File: src/bbc_pkg.sv
package bbc_pkg;

	// Phase counter width, 32 MHz down to 1 MHz
	localparam int div_bits = 5;

	localparam int addr_w = 16;
	localparam int vid_addr_w = 15;

	// Pages at the top of the memory map
	localparam logic [7:0] fred_page = 8'hfc;
	localparam logic [7:0] jim_page = 8'hfd;
	localparam logic [7:0] sheila_page = 8'hfe;

	// ACIA is not fitted, reads return a fixed status
	localparam logic [7:0] acia_status = 8'h02;

	// High address offsets for scroll modes 0 to 3 (entry 0 is the lowest nibble)
	localparam logic [3:0][3:0] scroll_offs = {4'd11, 4'd6, 4'd12, 4'd8};

	typedef struct packed {
		logic ram;
		logic rom;
		logic mos;
		logic fred;
		logic jim;
		logic sheila;
	} region_sel_t;

	typedef struct packed {
		logic crtc;
		logic acia;
		logic serproc;
		logic vidproc;
		logic romsel;
		logic sys_via;
		logic user_via;
		logic fddc;
		logic adlc;
		logic adc;
		logic tube;
	} io_sel_t;

	typedef struct packed {
		logic vid;
		logic mhz4;
		logic mhz2;
		logic mhz1;
		logic cpu;
	} clk_en_t;

	// IC32 addressable latch, bit 7 down to bit 0
	typedef struct packed {
		logic shift_lock_led_n;
		logic caps_lock_led_n;
		logic [1:0] disp_addr_offs;
		logic keyb_enable_n;
		logic speech_read_n;
		logic speech_write_n;
		logic sound_enable_n;
	} ic32_t;

endpackage

File: src/clocks.sv
`timescale 1ns/1ps

module clocks
	import bbc_pkg::*;
(
	input logic CLK32M_I,
	input logic rst,
	input logic slow_access,
	output clk_en_t en
);

	logic [div_bits-1:0] phase;
	logic mhz2_pulse;
	logic mhz1_pulse;

	// Free running, wraps every 32 cycles
	always_ff @(posedge CLK32M_I)
	begin
		if (rst)
			phase <= '0;
		else
			phase <= phase + 1'b1;
	end

	assign mhz2_pulse = &phase[3:0];
	assign mhz1_pulse = &phase;

	assign en.vid = phase[0];
	assign en.mhz4 = &phase[2:0];
	assign en.mhz2 = mhz2_pulse;
	assign en.mhz1 = mhz1_pulse;

	// Slow peripherals hold the CPU off until the next 1 MHz edge
	assign en.cpu = mhz2_pulse & (~slow_access | mhz1_pulse);

	// Slower enables always land on a faster one
	a_nested_enables: assert property (
		@(posedge CLK32M_I) disable iff (rst)
		(en.mhz1 |-> en.mhz2) and (en.mhz2 |-> en.mhz4)
	);

endmodule

File: src/address_decode.sv
`timescale 1ns/1ps

module address_decode
	import bbc_pkg::*;
(
	input logic [addr_w-1:0] cpu_a,
	output region_sel_t region,
	output io_sel_t io,
	output logic slow_access
);

	logic [7:0] page;

	assign page = cpu_a[15:8];

	always_comb
	begin
		region = '0;
		io = '0;

		if (!cpu_a[15])
			region.ram = 1'b1;
		else if (!cpu_a[14])
			region.rom = 1'b1;
		else if (page == fred_page)
			region.fred = 1'b1;
		else if (page == jim_page)
			region.jim = 1'b1;
		else if (page == sheila_page)
			region.sheila = 1'b1;
		else
			region.mos = 1'b1;

		// SHEILA split into 32 byte blocks
		if (page == sheila_page)
		begin
			case (cpu_a[7:5])
				3'd0:
				begin
					if (cpu_a[4])
						io.serproc = 1'b1;
					else if (cpu_a[3])
						io.acia = 1'b1;
					else
						io.crtc = 1'b1;
				end
				3'd1:
				begin
					if (cpu_a[4])
						io.romsel = 1'b1;
					else
						io.vidproc = 1'b1;
				end
				3'd2: io.sys_via = 1'b1;
				3'd3: io.user_via = 1'b1;
				3'd4: io.fddc = 1'b1;
				3'd5: io.adlc = 1'b1;
				3'd6: io.adc = 1'b1;
				default: io.tube = 1'b1;
			endcase
		end
	end

	// Everything on the 1 MHz bus
	assign slow_access = region.fred | region.jim | io.acia | io.serproc |
		io.sys_via | io.user_via | io.adc;

	always_comb
	begin
		a_region_onehot: assert ($isunknown(cpu_a) || $onehot(region));
	end

endmodule

File: src/system_latches.sv
`timescale 1ns/1ps

module system_latches
	import bbc_pkg::*;
(
	input logic CLK32M_I,
	input logic rst,
	input logic romsel_sel,
	input logic cpu_we,
	input logic cpu_en,
	input logic [7:0] cpu_do,
	input logic [3:0] sys_via_pb,
	output logic [3:0] romsel,
	output ic32_t ic32
);

	logic romsel_wr;
	logic [7:0] latch_bits;

	// Only a real CPU write cycle to FE30
	assign romsel_wr = romsel_sel & cpu_we & cpu_en;

	always_ff @(posedge CLK32M_I)
	begin
		if (rst)
		begin
			romsel <= '0;
			latch_bits <= '0;
		end
		else
		begin
			if (romsel_wr)
				romsel <= cpu_do[3:0];
			// PB2..0 address the bit, PB3 is the data
			latch_bits[sys_via_pb[2:0]] <= sys_via_pb[3];
		end
	end

	assign ic32 = ic32_t'(latch_bits);

	a_romsel_write_only: assert property (
		@(posedge CLK32M_I) disable iff (rst)
		!$stable(romsel) |-> $past(romsel_wr)
	);

endmodule

File: src/display_address.sv
`timescale 1ns/1ps

module display_address
	import bbc_pkg::*;
(
	input logic [13:0] crtc_ma,
	input logic [4:0] crtc_ra,
	input logic [1:0] offs,
	output logic [vid_addr_w-1:0] vid_adr
);

	logic [3:0] high_nibble;

	always_comb
	begin
		// Screen runs past 7FFF, fold it back by the mode offset
		if (crtc_ma[12])
			high_nibble = crtc_ma[11:8] + scroll_offs[offs];
		else
			high_nibble = crtc_ma[11:8];

		if (crtc_ma[13])
		begin
			// Teletext, 1K screen at 3C00 or 7C00
			vid_adr = {high_nibble[3], 4'b1111, crtc_ma[9:0]};
		end
		else
		begin
			// Bitmap modes, eight scan lines per character row
			vid_adr = {high_nibble, crtc_ma[7:0], crtc_ra[2:0]};
		end
	end

endmodule

File: src/cpu_bus_glue.sv
`timescale 1ns/1ps

module cpu_bus_glue
	import bbc_pkg::*;
(
	input logic CLK32M_I,
	input logic rst,
	input logic cpu_en,
	input region_sel_t region,
	input io_sel_t io,
	input logic cpu_we,
	input logic [7:0] mem_di,
	input logic [7:0] crtc_do,
	input logic [7:0] sys_via_do,
	input logic [7:0] user_via_do,
	input logic sys_via_irq_n,
	input logic user_via_irq_n,
	output logic [7:0] cpu_di,
	output logic mem_we,
	output logic cpu_irq
);

	logic [7:0] rd_mux;

	// Memory first, then the I/O devices that drive the bus
	always_comb
	begin
		if (region.ram || region.rom || region.mos)
			rd_mux = mem_di;
		else if (io.crtc)
			rd_mux = crtc_do;
		else if (io.acia)
			rd_mux = acia_status;
		else if (io.sys_via)
			rd_mux = sys_via_do;
		else if (io.user_via)
			rd_mux = user_via_do;
		else
			rd_mux = '0;
	end

	// Retard read data by one CPU cycle
	always_ff @(posedge CLK32M_I)
	begin
		if (rst)
			cpu_di <= '0;
		else if (cpu_en)
			cpu_di <= rd_mux;
	end

	assign mem_we = cpu_we & ~rst;
	// Wired-OR open drain IRQ lines
	assign cpu_irq = ~(sys_via_irq_n & user_via_irq_n);

endmodule

File: src/bbc_glue.sv
`timescale 1ns/1ps

module bbc_glue
	import bbc_pkg::*;
(
	input logic CLK32M_I,
	input logic rst,
	input logic [addr_w-1:0] cpu_a,
	input logic [7:0] cpu_do,
	input logic cpu_we,
	input logic [7:0] mem_di,
	input logic [7:0] crtc_do,
	input logic [7:0] sys_via_do,
	input logic [7:0] user_via_do,
	input logic [3:0] sys_via_pb,
	input logic sys_via_irq_n,
	input logic user_via_irq_n,
	input logic [13:0] crtc_ma,
	input logic [4:0] crtc_ra,
	output clk_en_t en,
	output region_sel_t region,
	output io_sel_t io,
	output logic [3:0] romsel,
	output ic32_t ic32,
	output logic [addr_w-1:0] mem_adr,
	output logic [7:0] mem_do,
	output logic mem_we,
	output logic [7:0] cpu_di,
	output logic cpu_irq,
	output logic [vid_addr_w-1:0] vid_adr
);

	logic slow_access;

	clocks clocks0 (
		.CLK32M_I(CLK32M_I),
		.rst(rst),
		.slow_access(slow_access),
		.en(en)
	);

	address_decode decode0 (
		.cpu_a(cpu_a),
		.region(region),
		.io(io),
		.slow_access(slow_access)
	);

	system_latches latches0 (
		.CLK32M_I(CLK32M_I),
		.rst(rst),
		.romsel_sel(io.romsel),
		.cpu_we(cpu_we),
		.cpu_en(en.cpu),
		.cpu_do(cpu_do),
		.sys_via_pb(sys_via_pb),
		.romsel(romsel),
		.ic32(ic32)
	);

	display_address disp0 (
		.crtc_ma(crtc_ma),
		.crtc_ra(crtc_ra),
		.offs(ic32.disp_addr_offs),
		.vid_adr(vid_adr)
	);

	cpu_bus_glue bus0 (
		.CLK32M_I(CLK32M_I),
		.rst(rst),
		.cpu_en(en.cpu),
		.region(region),
		.io(io),
		.cpu_we(cpu_we),
		.mem_di(mem_di),
		.crtc_do(crtc_do),
		.sys_via_do(sys_via_do),
		.user_via_do(user_via_do),
		.sys_via_irq_n(sys_via_irq_n),
		.user_via_irq_n(user_via_irq_n),
		.cpu_di(cpu_di),
		.mem_we(mem_we),
		.cpu_irq(cpu_irq)
	);

	// CPU bus straight through to the memory controller
	assign mem_adr = cpu_a;
	assign mem_do = cpu_do;

endmodule

File: config.mk
export PLATFORM = sky130hd
export DESIGN_NAME = bbc_glue
export DESIGN_NICKNAME = d
export VERILOG_FILES = /design/src/bbc_pkg.sv /design/src/clocks.sv /design/src/address_decode.sv /design/src/system_latches.sv /design/src/display_address.sv /design/src/cpu_bus_glue.sv /design/src/bbc_glue.sv
export SDC_FILE = /design/constraint.sdc
export NUM_CORES = 1
export LEC_CHECK = 0
export CORE_MARGIN = 3
export CORE_UTILIZATION = 30
export CTS_CLUSTER_DIAMETER = 80
export CTS_CLUSTER_SIZE = 10
export DETAILED_ROUTE_END_ITERATION = 10
export DONT_BUFFER_PORTS = 1
export GPL_TIMING_DRIVEN = 0
export PLACE_DENSITY = 0.55
export SKIP_LAST_GASP = 1
export SLEW_MARGIN = 40
export SYNTH_ARGS = -nofsm -noshare
export SYNTH_HDL_FRONTEND = slang
export SYNTH_SLANG_ARGS = --single-unit
File: constraint.sdc
create_clock -name CLK32M_I -period 1.8 [get_ports CLK32M_I]
set_input_delay 0.18 -clock CLK32M_I [delete_from_list [all_inputs] [get_ports CLK32M_I]]
set_output_delay 0.18 -clock CLK32M_I [all_outputs]
set_load 0.03 [all_outputs]
* Word level (Yosys, flattened, before mapping)
Index checks and enable logic that the tools add are counted.
Cells by class: magnitude comparators 3, mux-type cells 38, bitwise logic cells 15, equality and inequality tests 9, reduce and logical (&&, ||, !) cells 8, add/subtract/negate cells 2
Operators with widths (number):
- $mux W8 | 5
- $eq A8 B8 Y1 const B | 3
- $mux W1 | 20
- $mux W14 | 1
- $mux W4 | 3
- $mux W11 | 1
- $eq A3 B3 Y1 const B | 3
- $bmux W4 S2 | 1
- $bwmux W8 | 1
- $or A1 B1 Y1 | 7
- $reduce_or A7 Y1 | 1
- $eq A3 B2 Y1 const B | 2
- $mux W2 | 3
- $add A5 B1 Y5 const B | 1
- $and A1 B1 Y1 | 5
- $mux W5 | 1
- $reduce_and A5 Y1 | 1
- $add A4 B4 Y4 | 1
- $lt A3 B4 Y1 const B | 1
- $reduce_and A4 Y1 | 1
- $demux W1 S3 | 1
- $eq A3 B1 Y1 const B | 1
- $ge A3 B1 Y1 const B | 1
- $logic_not A3 Y1 | 1
- 6 further kinds | 9
Storage, ports and cells: word-level logic and storage cells 79, register bits 25

* Logic depth before layout (Yosys ltp)
Gate-level depths: netlist of run 1.
depth in word-level cells 16, depth in mapped cells 8, mapped depth without buffers 8

* Hierarchy
From an unflattened synthesis of run 1, not the netlist that was laid out.
Second synthesis, totals: cells, all modules 257, area total of the unflattened synthesis 2184.6 um^2
By module, submodules not included:
- cpu_bus_glue | instances 1, cells each 77, area an instance 618.1 um^2, sequential area each 160.2 um^2
- system_latches | instances 1, cells each 53, area an instance 541.8 um^2, sequential area each 240.2 um^2
- display_address | instances 1, cells each 47, area an instance 377.9 um^2, sequential area each 0.0 um^2
- clocks | instances 1, cells each 22, area an instance 239.0 um^2, sequential area each 100.1 um^2
- address_decode | instances 1, cells each 34, area an instance 227.7 um^2, sequential area each 0.0 um^2
- bbc_glue | instances 1, cells each 24, area an instance 180.2 um^2, sequential area each 0.0 um^2

* Worst setup path after synthesis of run 1
Ideal clock, no wire load.
path type register -> output, from reg latches0.latch_bits[4], in the netlist latches0.ic32[4], to out vid_adr[14], path slack -481 ps, cell stages (with the launch flop) 9, path buffers 0, data arrival time 2101 ps, required time 1620 ps, cells stage by stage dfxtp_1 > inv_1 > ha_1 > inv_1 > ha_1 > a21oi_1 > xor2_1 > nand2_1 > xnor2_1
On the way: cells in the longest elaborated chain, start to end 4
RTL lines:
- start: declaration | line system_latches.sv:18 | logic [7:0] latch_bits;
- start signal: indexed assignment | line system_latches.sv:35 | latch_bits[sys_via_pb[2:0]] <= sys_via_pb[3];
- $bmux W4 S2 | line display_address.sv:18 | high_nibble = crtc_ma[11:8] + scroll_offs[offs];
- $mux W4 (implied by the code) | line display_address.sv:18
- $add A4 B4 Y4 | line display_address.sv:18
- $mux W4 | line display_address.sv:17 | if (crtc_ma[12])
- end: declaration | line bbc_glue.sv:30 | output logic [vid_addr_w-1:0] vid_adr
No other way between the ends. The select of a mux whose other input is x is not followed.

* Worst setup path in the final report of run 1
Ends and elaborated chain as after synthesis.

==> flow_summary.toml, run 1 <==
[synth]
synth_top_cell_by_area = "dfxtp_1"
synth.top_cells.by_area = "dfxtp_1 24%, buf_4 11%, mux2_2 7.1%, nor2_1 6.4%, mux2i_1 5.3%"
synth_cell_types = 48
synth_cells = 250
synth_enable_flop_cells = 0
synth_nets = 343
synth_top_area_share_pct = 24.3
ys_seq_area_share_pct = 24.3
synth_ff_type = "dfxtp_1"
avgSynthCellArea_um2 = 8.24
ys_seq_elements = 25
async_reset_ff_share_pct = 0
syn-cell-area_um2 = 2060
ys_warn_count = 0

[clock_tree]
clk_latency_ns = 0.27
clock-sinks = 25
numCtsBuffers = 3
clk_root_buffer_cell = "clkbuf_8"
cts_hold_buf = 0
cts_buffer_depth = 2
cts_tree = "done"
path_clk_slew_ns = 0.10
htreeDepth = 1

[global_route]
grt_first_pass_wirelength_mm = 8.45
overflow = 0
grt_start_max_net_pins = 16
antenna_found_initial = 0
grt_pass1_vias = 1716
grt_usage_pct = 13.8

[timing]
finalWorstSetupSlack_ns = -0.330
report.final.setup_viol = 4
hold_viol = 0
drv_slew = 0
fin_crit_ns = 2.13
finClkSkew_ns = 0.0114
finalCritPeriodShare_pct = 118
max_slew.worst_pin.slew_ns = 0.671
fmax_ghz = 0.469
relSlewSlack_pct = 55.2
fin_setup_tns_ns = -0.919
hold_ws_ns = 0.0468
rsz0062_at_grt = "true"

[pwr]
pwr-share-seq_pct = 44.7
p_leak_nw = 0.956
switchingPower_uw = 455
total_power_mw = 1.31
p_int_uw = 859
clkPwrFrac_pct = 26.3
pwr-share-comb_pct = 29.0
irDropWorstVdd_uv = 278
p_sw_share_pct = 34.6
power_density_nw_per_um2 = 520

[cells_and_area]
final_design_area_no_fill_um2 = 2530
area_delta_synth_final_pct = 22.8
drive_gt1_share_pct = 41.0
utilization_pct = 39.0
finalNonFillerCells = 338
fin_nets = 355
antenna_cells = 0

[placed_design]
dpl_cell_area_um2 = 2230
hpwl_mm = 4.88
port_buffers = 0
post-place-cells = 327
gp_congestion = 0.748
place_ws_ns = -0.301

[detailed_routing]
drc = 0
first_pass_iters = 4
drtIter0Drc = 39
wirelength_mm = 5.98
via_count = 1799
ant_nets = 0
viasPerCell = 5.32
wl_per_cell_um = 17.7

[min_path]
worst_hold_path.num_cells = 2
hold_path.class = "in -> reg"

[worst_setup_path]
crit_type = "reg -> out"
cp_num_cells = 8
r2r_cells = 7
critical_path_arrival_ns = 1.95
reg2reg_slack_ns = 0.07
crit_path_top_delay_cell = "dfxtp_4"
crit_path_max_fanout = 3
crit_path_max_incr_delay_ns = 0.43
crit_family = "adder cells"
crit_required_ns = 1.62
end_kind = "primary output"
crit_chain = "inv_2 -> ha_4 -> inv_2 -> ha_4 -> a21oi_2 -> xor2_1 -> nand2_1 -> xnor2_4"
start_kind = "flop"
path_buf_inv = 2

[flow_run]
drv_cap = 0

[die]
ioPinCount = 167
die_w_um = 88.9
die_h_um = 88.9
dieArea_um2 = 7900
initial_core_util_pct = 31.7
core_area_um2 = 6490
rows = 29

[status]
violations = "negative setup slack"
outcome = "finished with violations"
==> cell usage after synthesis, types with 2 or more instances <==
cell	count
nand3_1	14
a21oi_1	12
nor2_1	35
and3_1	2
nand2b_1	7
or2_2	2
o211ai_1	5
inv_1	9
xor2_1	3
nor3b_1	4
nor2b_1	7
o32ai_1	5
nor4_1	2
a311oi_2	2
nand2_1	13
ha_1	8
buf_2	3
nor3_1	4
mux2i_1	11
buf_6	2
dfxtp_1	25
buf_4	29
clkbuf_1	9
mux2_2	13
==> power by group through the flow <==
stage / Combinational, mW / Clock [mW] / Sequential [mW]
2_1_floorplan: 0.326 / 0 / 0.594
3_3_place_gp: 0.358 / 0 / 0.597
3_5_place_dp: 0.360 / 0 / 0.597
4_1_cts: 0.378 / 0.361 / 0.588
5_1_grt: 0.409 / 0.381 / 0.589
6_report: 0.381 / 0.346 / 0.587
==> worst paths after layout <==
kind                                       start            endpoint
worst max-delay path            latches0.ic32[4]         vid_adr[14]
worst min-delay path                   cpu_do[3]  latches0.romsel[3]
worst max register to register  clocks0.phase[0]      bus0.cpu_di[4]
worst min register to register  clocks0.phase[3]    clocks0.phase[3]
==> registers in the layout (all words and copies together) (netlist names) <==
signal and cells:
bus0.cpu_di 8, clocks0.phase 5, latches0.romsel 4, latches0.ic32 8
==> cell usage in the layout (no fill, tap or decap), types with 2 or more instances in the layout <==
cell type	instances
xor2_1	3
a211oi_2	2
mux2_2	13
buf_6	4
inv_1	6
dfxtp_2	2
nor3_4	2
inv_2	3
buf_4	33
nor3b_1	2
nor4_4	2
nor2_1	34
nor3_2	3
o211ai_1	5
ha_4	6
dfxtp_1	21
nor3b_2	2
a21oi_1	11
clkbuf_8	3
a311oi_2	2
nand2b_1	6
dfxtp_4	2
buf_2	3
ha_1	2
clkbuf_1	8
nand3_1	14
nor2b_1	7
o32ai_2	5
nand2_1	13
mux2i_1	11
==> per-layer routing <==
metal  vias to the layer above  routed length [um]  track usage [%]  part of all wire, %
li1                        866                   -                -                    -
met5                         -                   0                0                    0
met2                       123                2990             26.3                   50
met4                         0                   0             1.24                    0
met3                         0                 645             4.38                   11
met1                       810                2340             15.5                   39
==> cells by family after synthesis <==
| group | Yosys count | share of synthesized area, % |
|---|---|---|
| multiplexers | 24 | 12.5 |
| flip-flops | 25 | 24.3 |
| buffers and inverters | 52 | 15.7 |
| AND/OR/NAND/NOR | 102 | 26.4 |
| AO/OA/AOI/OAI | 34 | 13.7 |
| adder cells (fa/ha/maj) | 9 | 5.83 |
| XOR/XNOR | 4 | 1.70 |
==> layout make-up <==
cell class | instances | area (um^2)
Inverter | 9 | 33.8
Clock buffer | 3 | 41.3
Fill cell | 658 | 3970
Tap cell | 77 | 96.3
Multi-Input combinational cell | 173 | 1480
Sequential cell | 25 | 510
Buffer | 43 | 294
Clock inverter | 1 | 6.26
Timing Repair Buffer | 7 | 63.8
==> repair_timing <==
item,in CTS,in global routing
buffers inserted,6,1
endpoints found under the setup margin,17,17
resized for setup,30,9
pin swaps,17,6
cloned,0,0
(Power assumes the default switching activity.)
==> run 2, diff against run 1 <==
--- a/config.mk
+++ b/config.mk
@@ -12,7 +12,7 @@
 export DETAILED_ROUTE_END_ITERATION = 10
 export DONT_BUFFER_PORTS = 1
 export GPL_TIMING_DRIVEN = 0
-export PLACE_DENSITY = 0.55
+export PLACE_DENSITY = 0.54
 export SKIP_LAST_GASP = 1
 export SLEW_MARGIN = 40
 export SYNTH_ARGS = -nofsm -noshare
==> constraint.sdc (replaced) <==
create_clock -name CLK32M_I -period 2.1 [get_ports CLK32M_I]
set_input_delay 0.21 -clock CLK32M_I [delete_from_list [all_inputs] [get_ports CLK32M_I]]
set_output_delay 0.21 -clock CLK32M_I [all_outputs]
set_load 0.03 [all_outputs]
==> flow_summary.toml, run 2 (synthesis gave the netlist of run 1 again) <==
[die]
ioPinCount = 167
die_h_um = 88.9
dieArea_um2 = 7900
rows = 29
die_w_um = 88.9
initial_core_util_pct = 31.7
core_area_um2 = 6490

[worst_setup_path]
start_kind = "flop"
cp_common_cell = "ha_4"
crit_path_max_incr_delay_ns = 0.44
crit_chain = "inv_4 -> ha_4 -> inv_2 -> ha_4 -> a21oi_4 -> xor2_2 -> nand2_2 -> xnor2_4"
path_buf_inv = 2
end_kind = "primary output"
crit_type = "reg -> out"
crit_required_ns = 1.89
crit_path_max_fanout = 3
critical_path_arrival_ns = 1.94
crit_family = "adder cells"
crit_path_top_delay_cell = "dfxtp_4"

[placed_design]
port_buffers = 0
hpwl_mm = 4.96
gp_congestion = 0.677

[global_route]
grt_first_pass_wirelength_mm = 8.63
grt_usage_pct = 14.1
grt_pass1_vias = 1713
overflow = 0
antenna_found_initial = 0
grt_start_max_net_pins = 14

[timing]
fin_crit_ns = 2.15
hold_viol = 0
finalCritPeriodShare_pct = 102
fmax_ghz = 0.465
relSlewSlack_pct = 48.3
finClkSkew_ns = 0.00803
drv_slew = 0
finalWorstSetupSlack_ns = -0.0489
hold_ws_ns = 0.0920
rsz0062_at_grt = "true"
report.final.setup_viol = 2
max_slew.worst_pin.slew_ns = 0.769

[pwr]
irDropWorstVdd_uv = 261
p_leak_nw = 0.901
power_density_nw_per_um2 = 456

[detailed_routing]
drc = 0
ant_nets = 0
wirelength_mm = 6.17
drtIter0Drc = 62
first_pass_iters = 4
viasPerCell = 5.37
wl_per_cell_um = 18.4
via_count = 1798

[clock_tree]
cts_hold_buf = 0
clk_root_buffer_cell = "clkbuf_8"
clock-sinks = 25
path_clk_slew_ns = 0.09
clk_latency_ns = 0.27
cts_tree = "done"
htreeDepth = 1
cts_buffer_depth = 2
numCtsBuffers = 3

[cells_and_area]
utilization_pct = 37.4
antenna_cells = 0
final_common_cell = "nor2_1"
fin_nets = 352
area_delta_synth_final_pct = 18.0
fill_cells = 672
drive_gt1_share_pct = 38.0
final_cell_mix = "35 x nor2_1, 33 x buf_4, 22 x dfxtp_1"

[status]
violations = "negative setup slack"
outcome = "finished with violations"

[min_path]
hold_path.class = "in -> reg"

[flow_run]
drv_cap = 0
## run 2: cell types whose count changed in the layout (fill, tap and decap cells not counted), sizes merged
| cell | delta |
|---|---|
| inv | -1 |
| buf | -3 |
| clkbuf | +1 |
## run 2: worst paths after layout
path | to | from | depth (start not counted) | slack (ns)
worst max-delay path | vid_adr[14] | latches0.ic32[4] | 8 | -0.05
worst min-delay path | latches0.romsel[3] | cpu_do[3] | 2 | 0.09
worst max register to register | bus0.cpu_di[3] | clocks0.phase[0] | 8 | 0.12
worst min register to register | clocks0.phase[0] | clocks0.phase[0] | 2 | 0.52
## run 2: cell type report
class,instances,area (um^2),area share [%]
timing repair buffer,4,30.0,1.24
tap,77,96.3,3.96
inverter,9,36.3,1.49
multi-input combinational,173,1430,58.6
buffer,43,289,11.9
sequential,25,509,20.9
clock buffer,4,45.0,1.85
## run 2: what timing repair did
action	4_1_cts	5_1_grt
pin swaps	6	7
gates cloned	0	0
setup endpoints to repair	8	8
gates resized for setup	16	14
buffers inserted	2	2
## run 2: where the power goes
part / total [mW] / leakage, nW / switching (mW) / internal, mW
registers: 0.502 / 0.204 / 0.0195 / 0.483
logic: 0.325 / 0.674 / 0.208 / 0.117
clock network: 0.281 / 0.0228 / 0.146 / 0.135
## run 2: metrics by stage
step           TNS, ns  setup WS [ns]  std cells  power, mW  area, um^2
2_1_floorplan        0         0.0122        250      0.788        2080
3_3_place_gp     -1.17         -0.187        327      0.819        2180
3_5_place_dp    -0.326         -0.146        327      0.822        2220
4_1_cts         -0.309         -0.125        333       1.12        2340
5_1_grt         -0.241         -0.141        335       1.17        2430
6_report       -0.0650        -0.0489        335       1.11        2430
## run 2: layer usage
metal  track usage, %  vias up  part of all wire [%]
met3             4.19        2                    11
met5                0        -                     0
met1             16.4      811                    39
met2             26.2      127                    50
met4             1.51        0                  0.21
li1                 -      858                     -
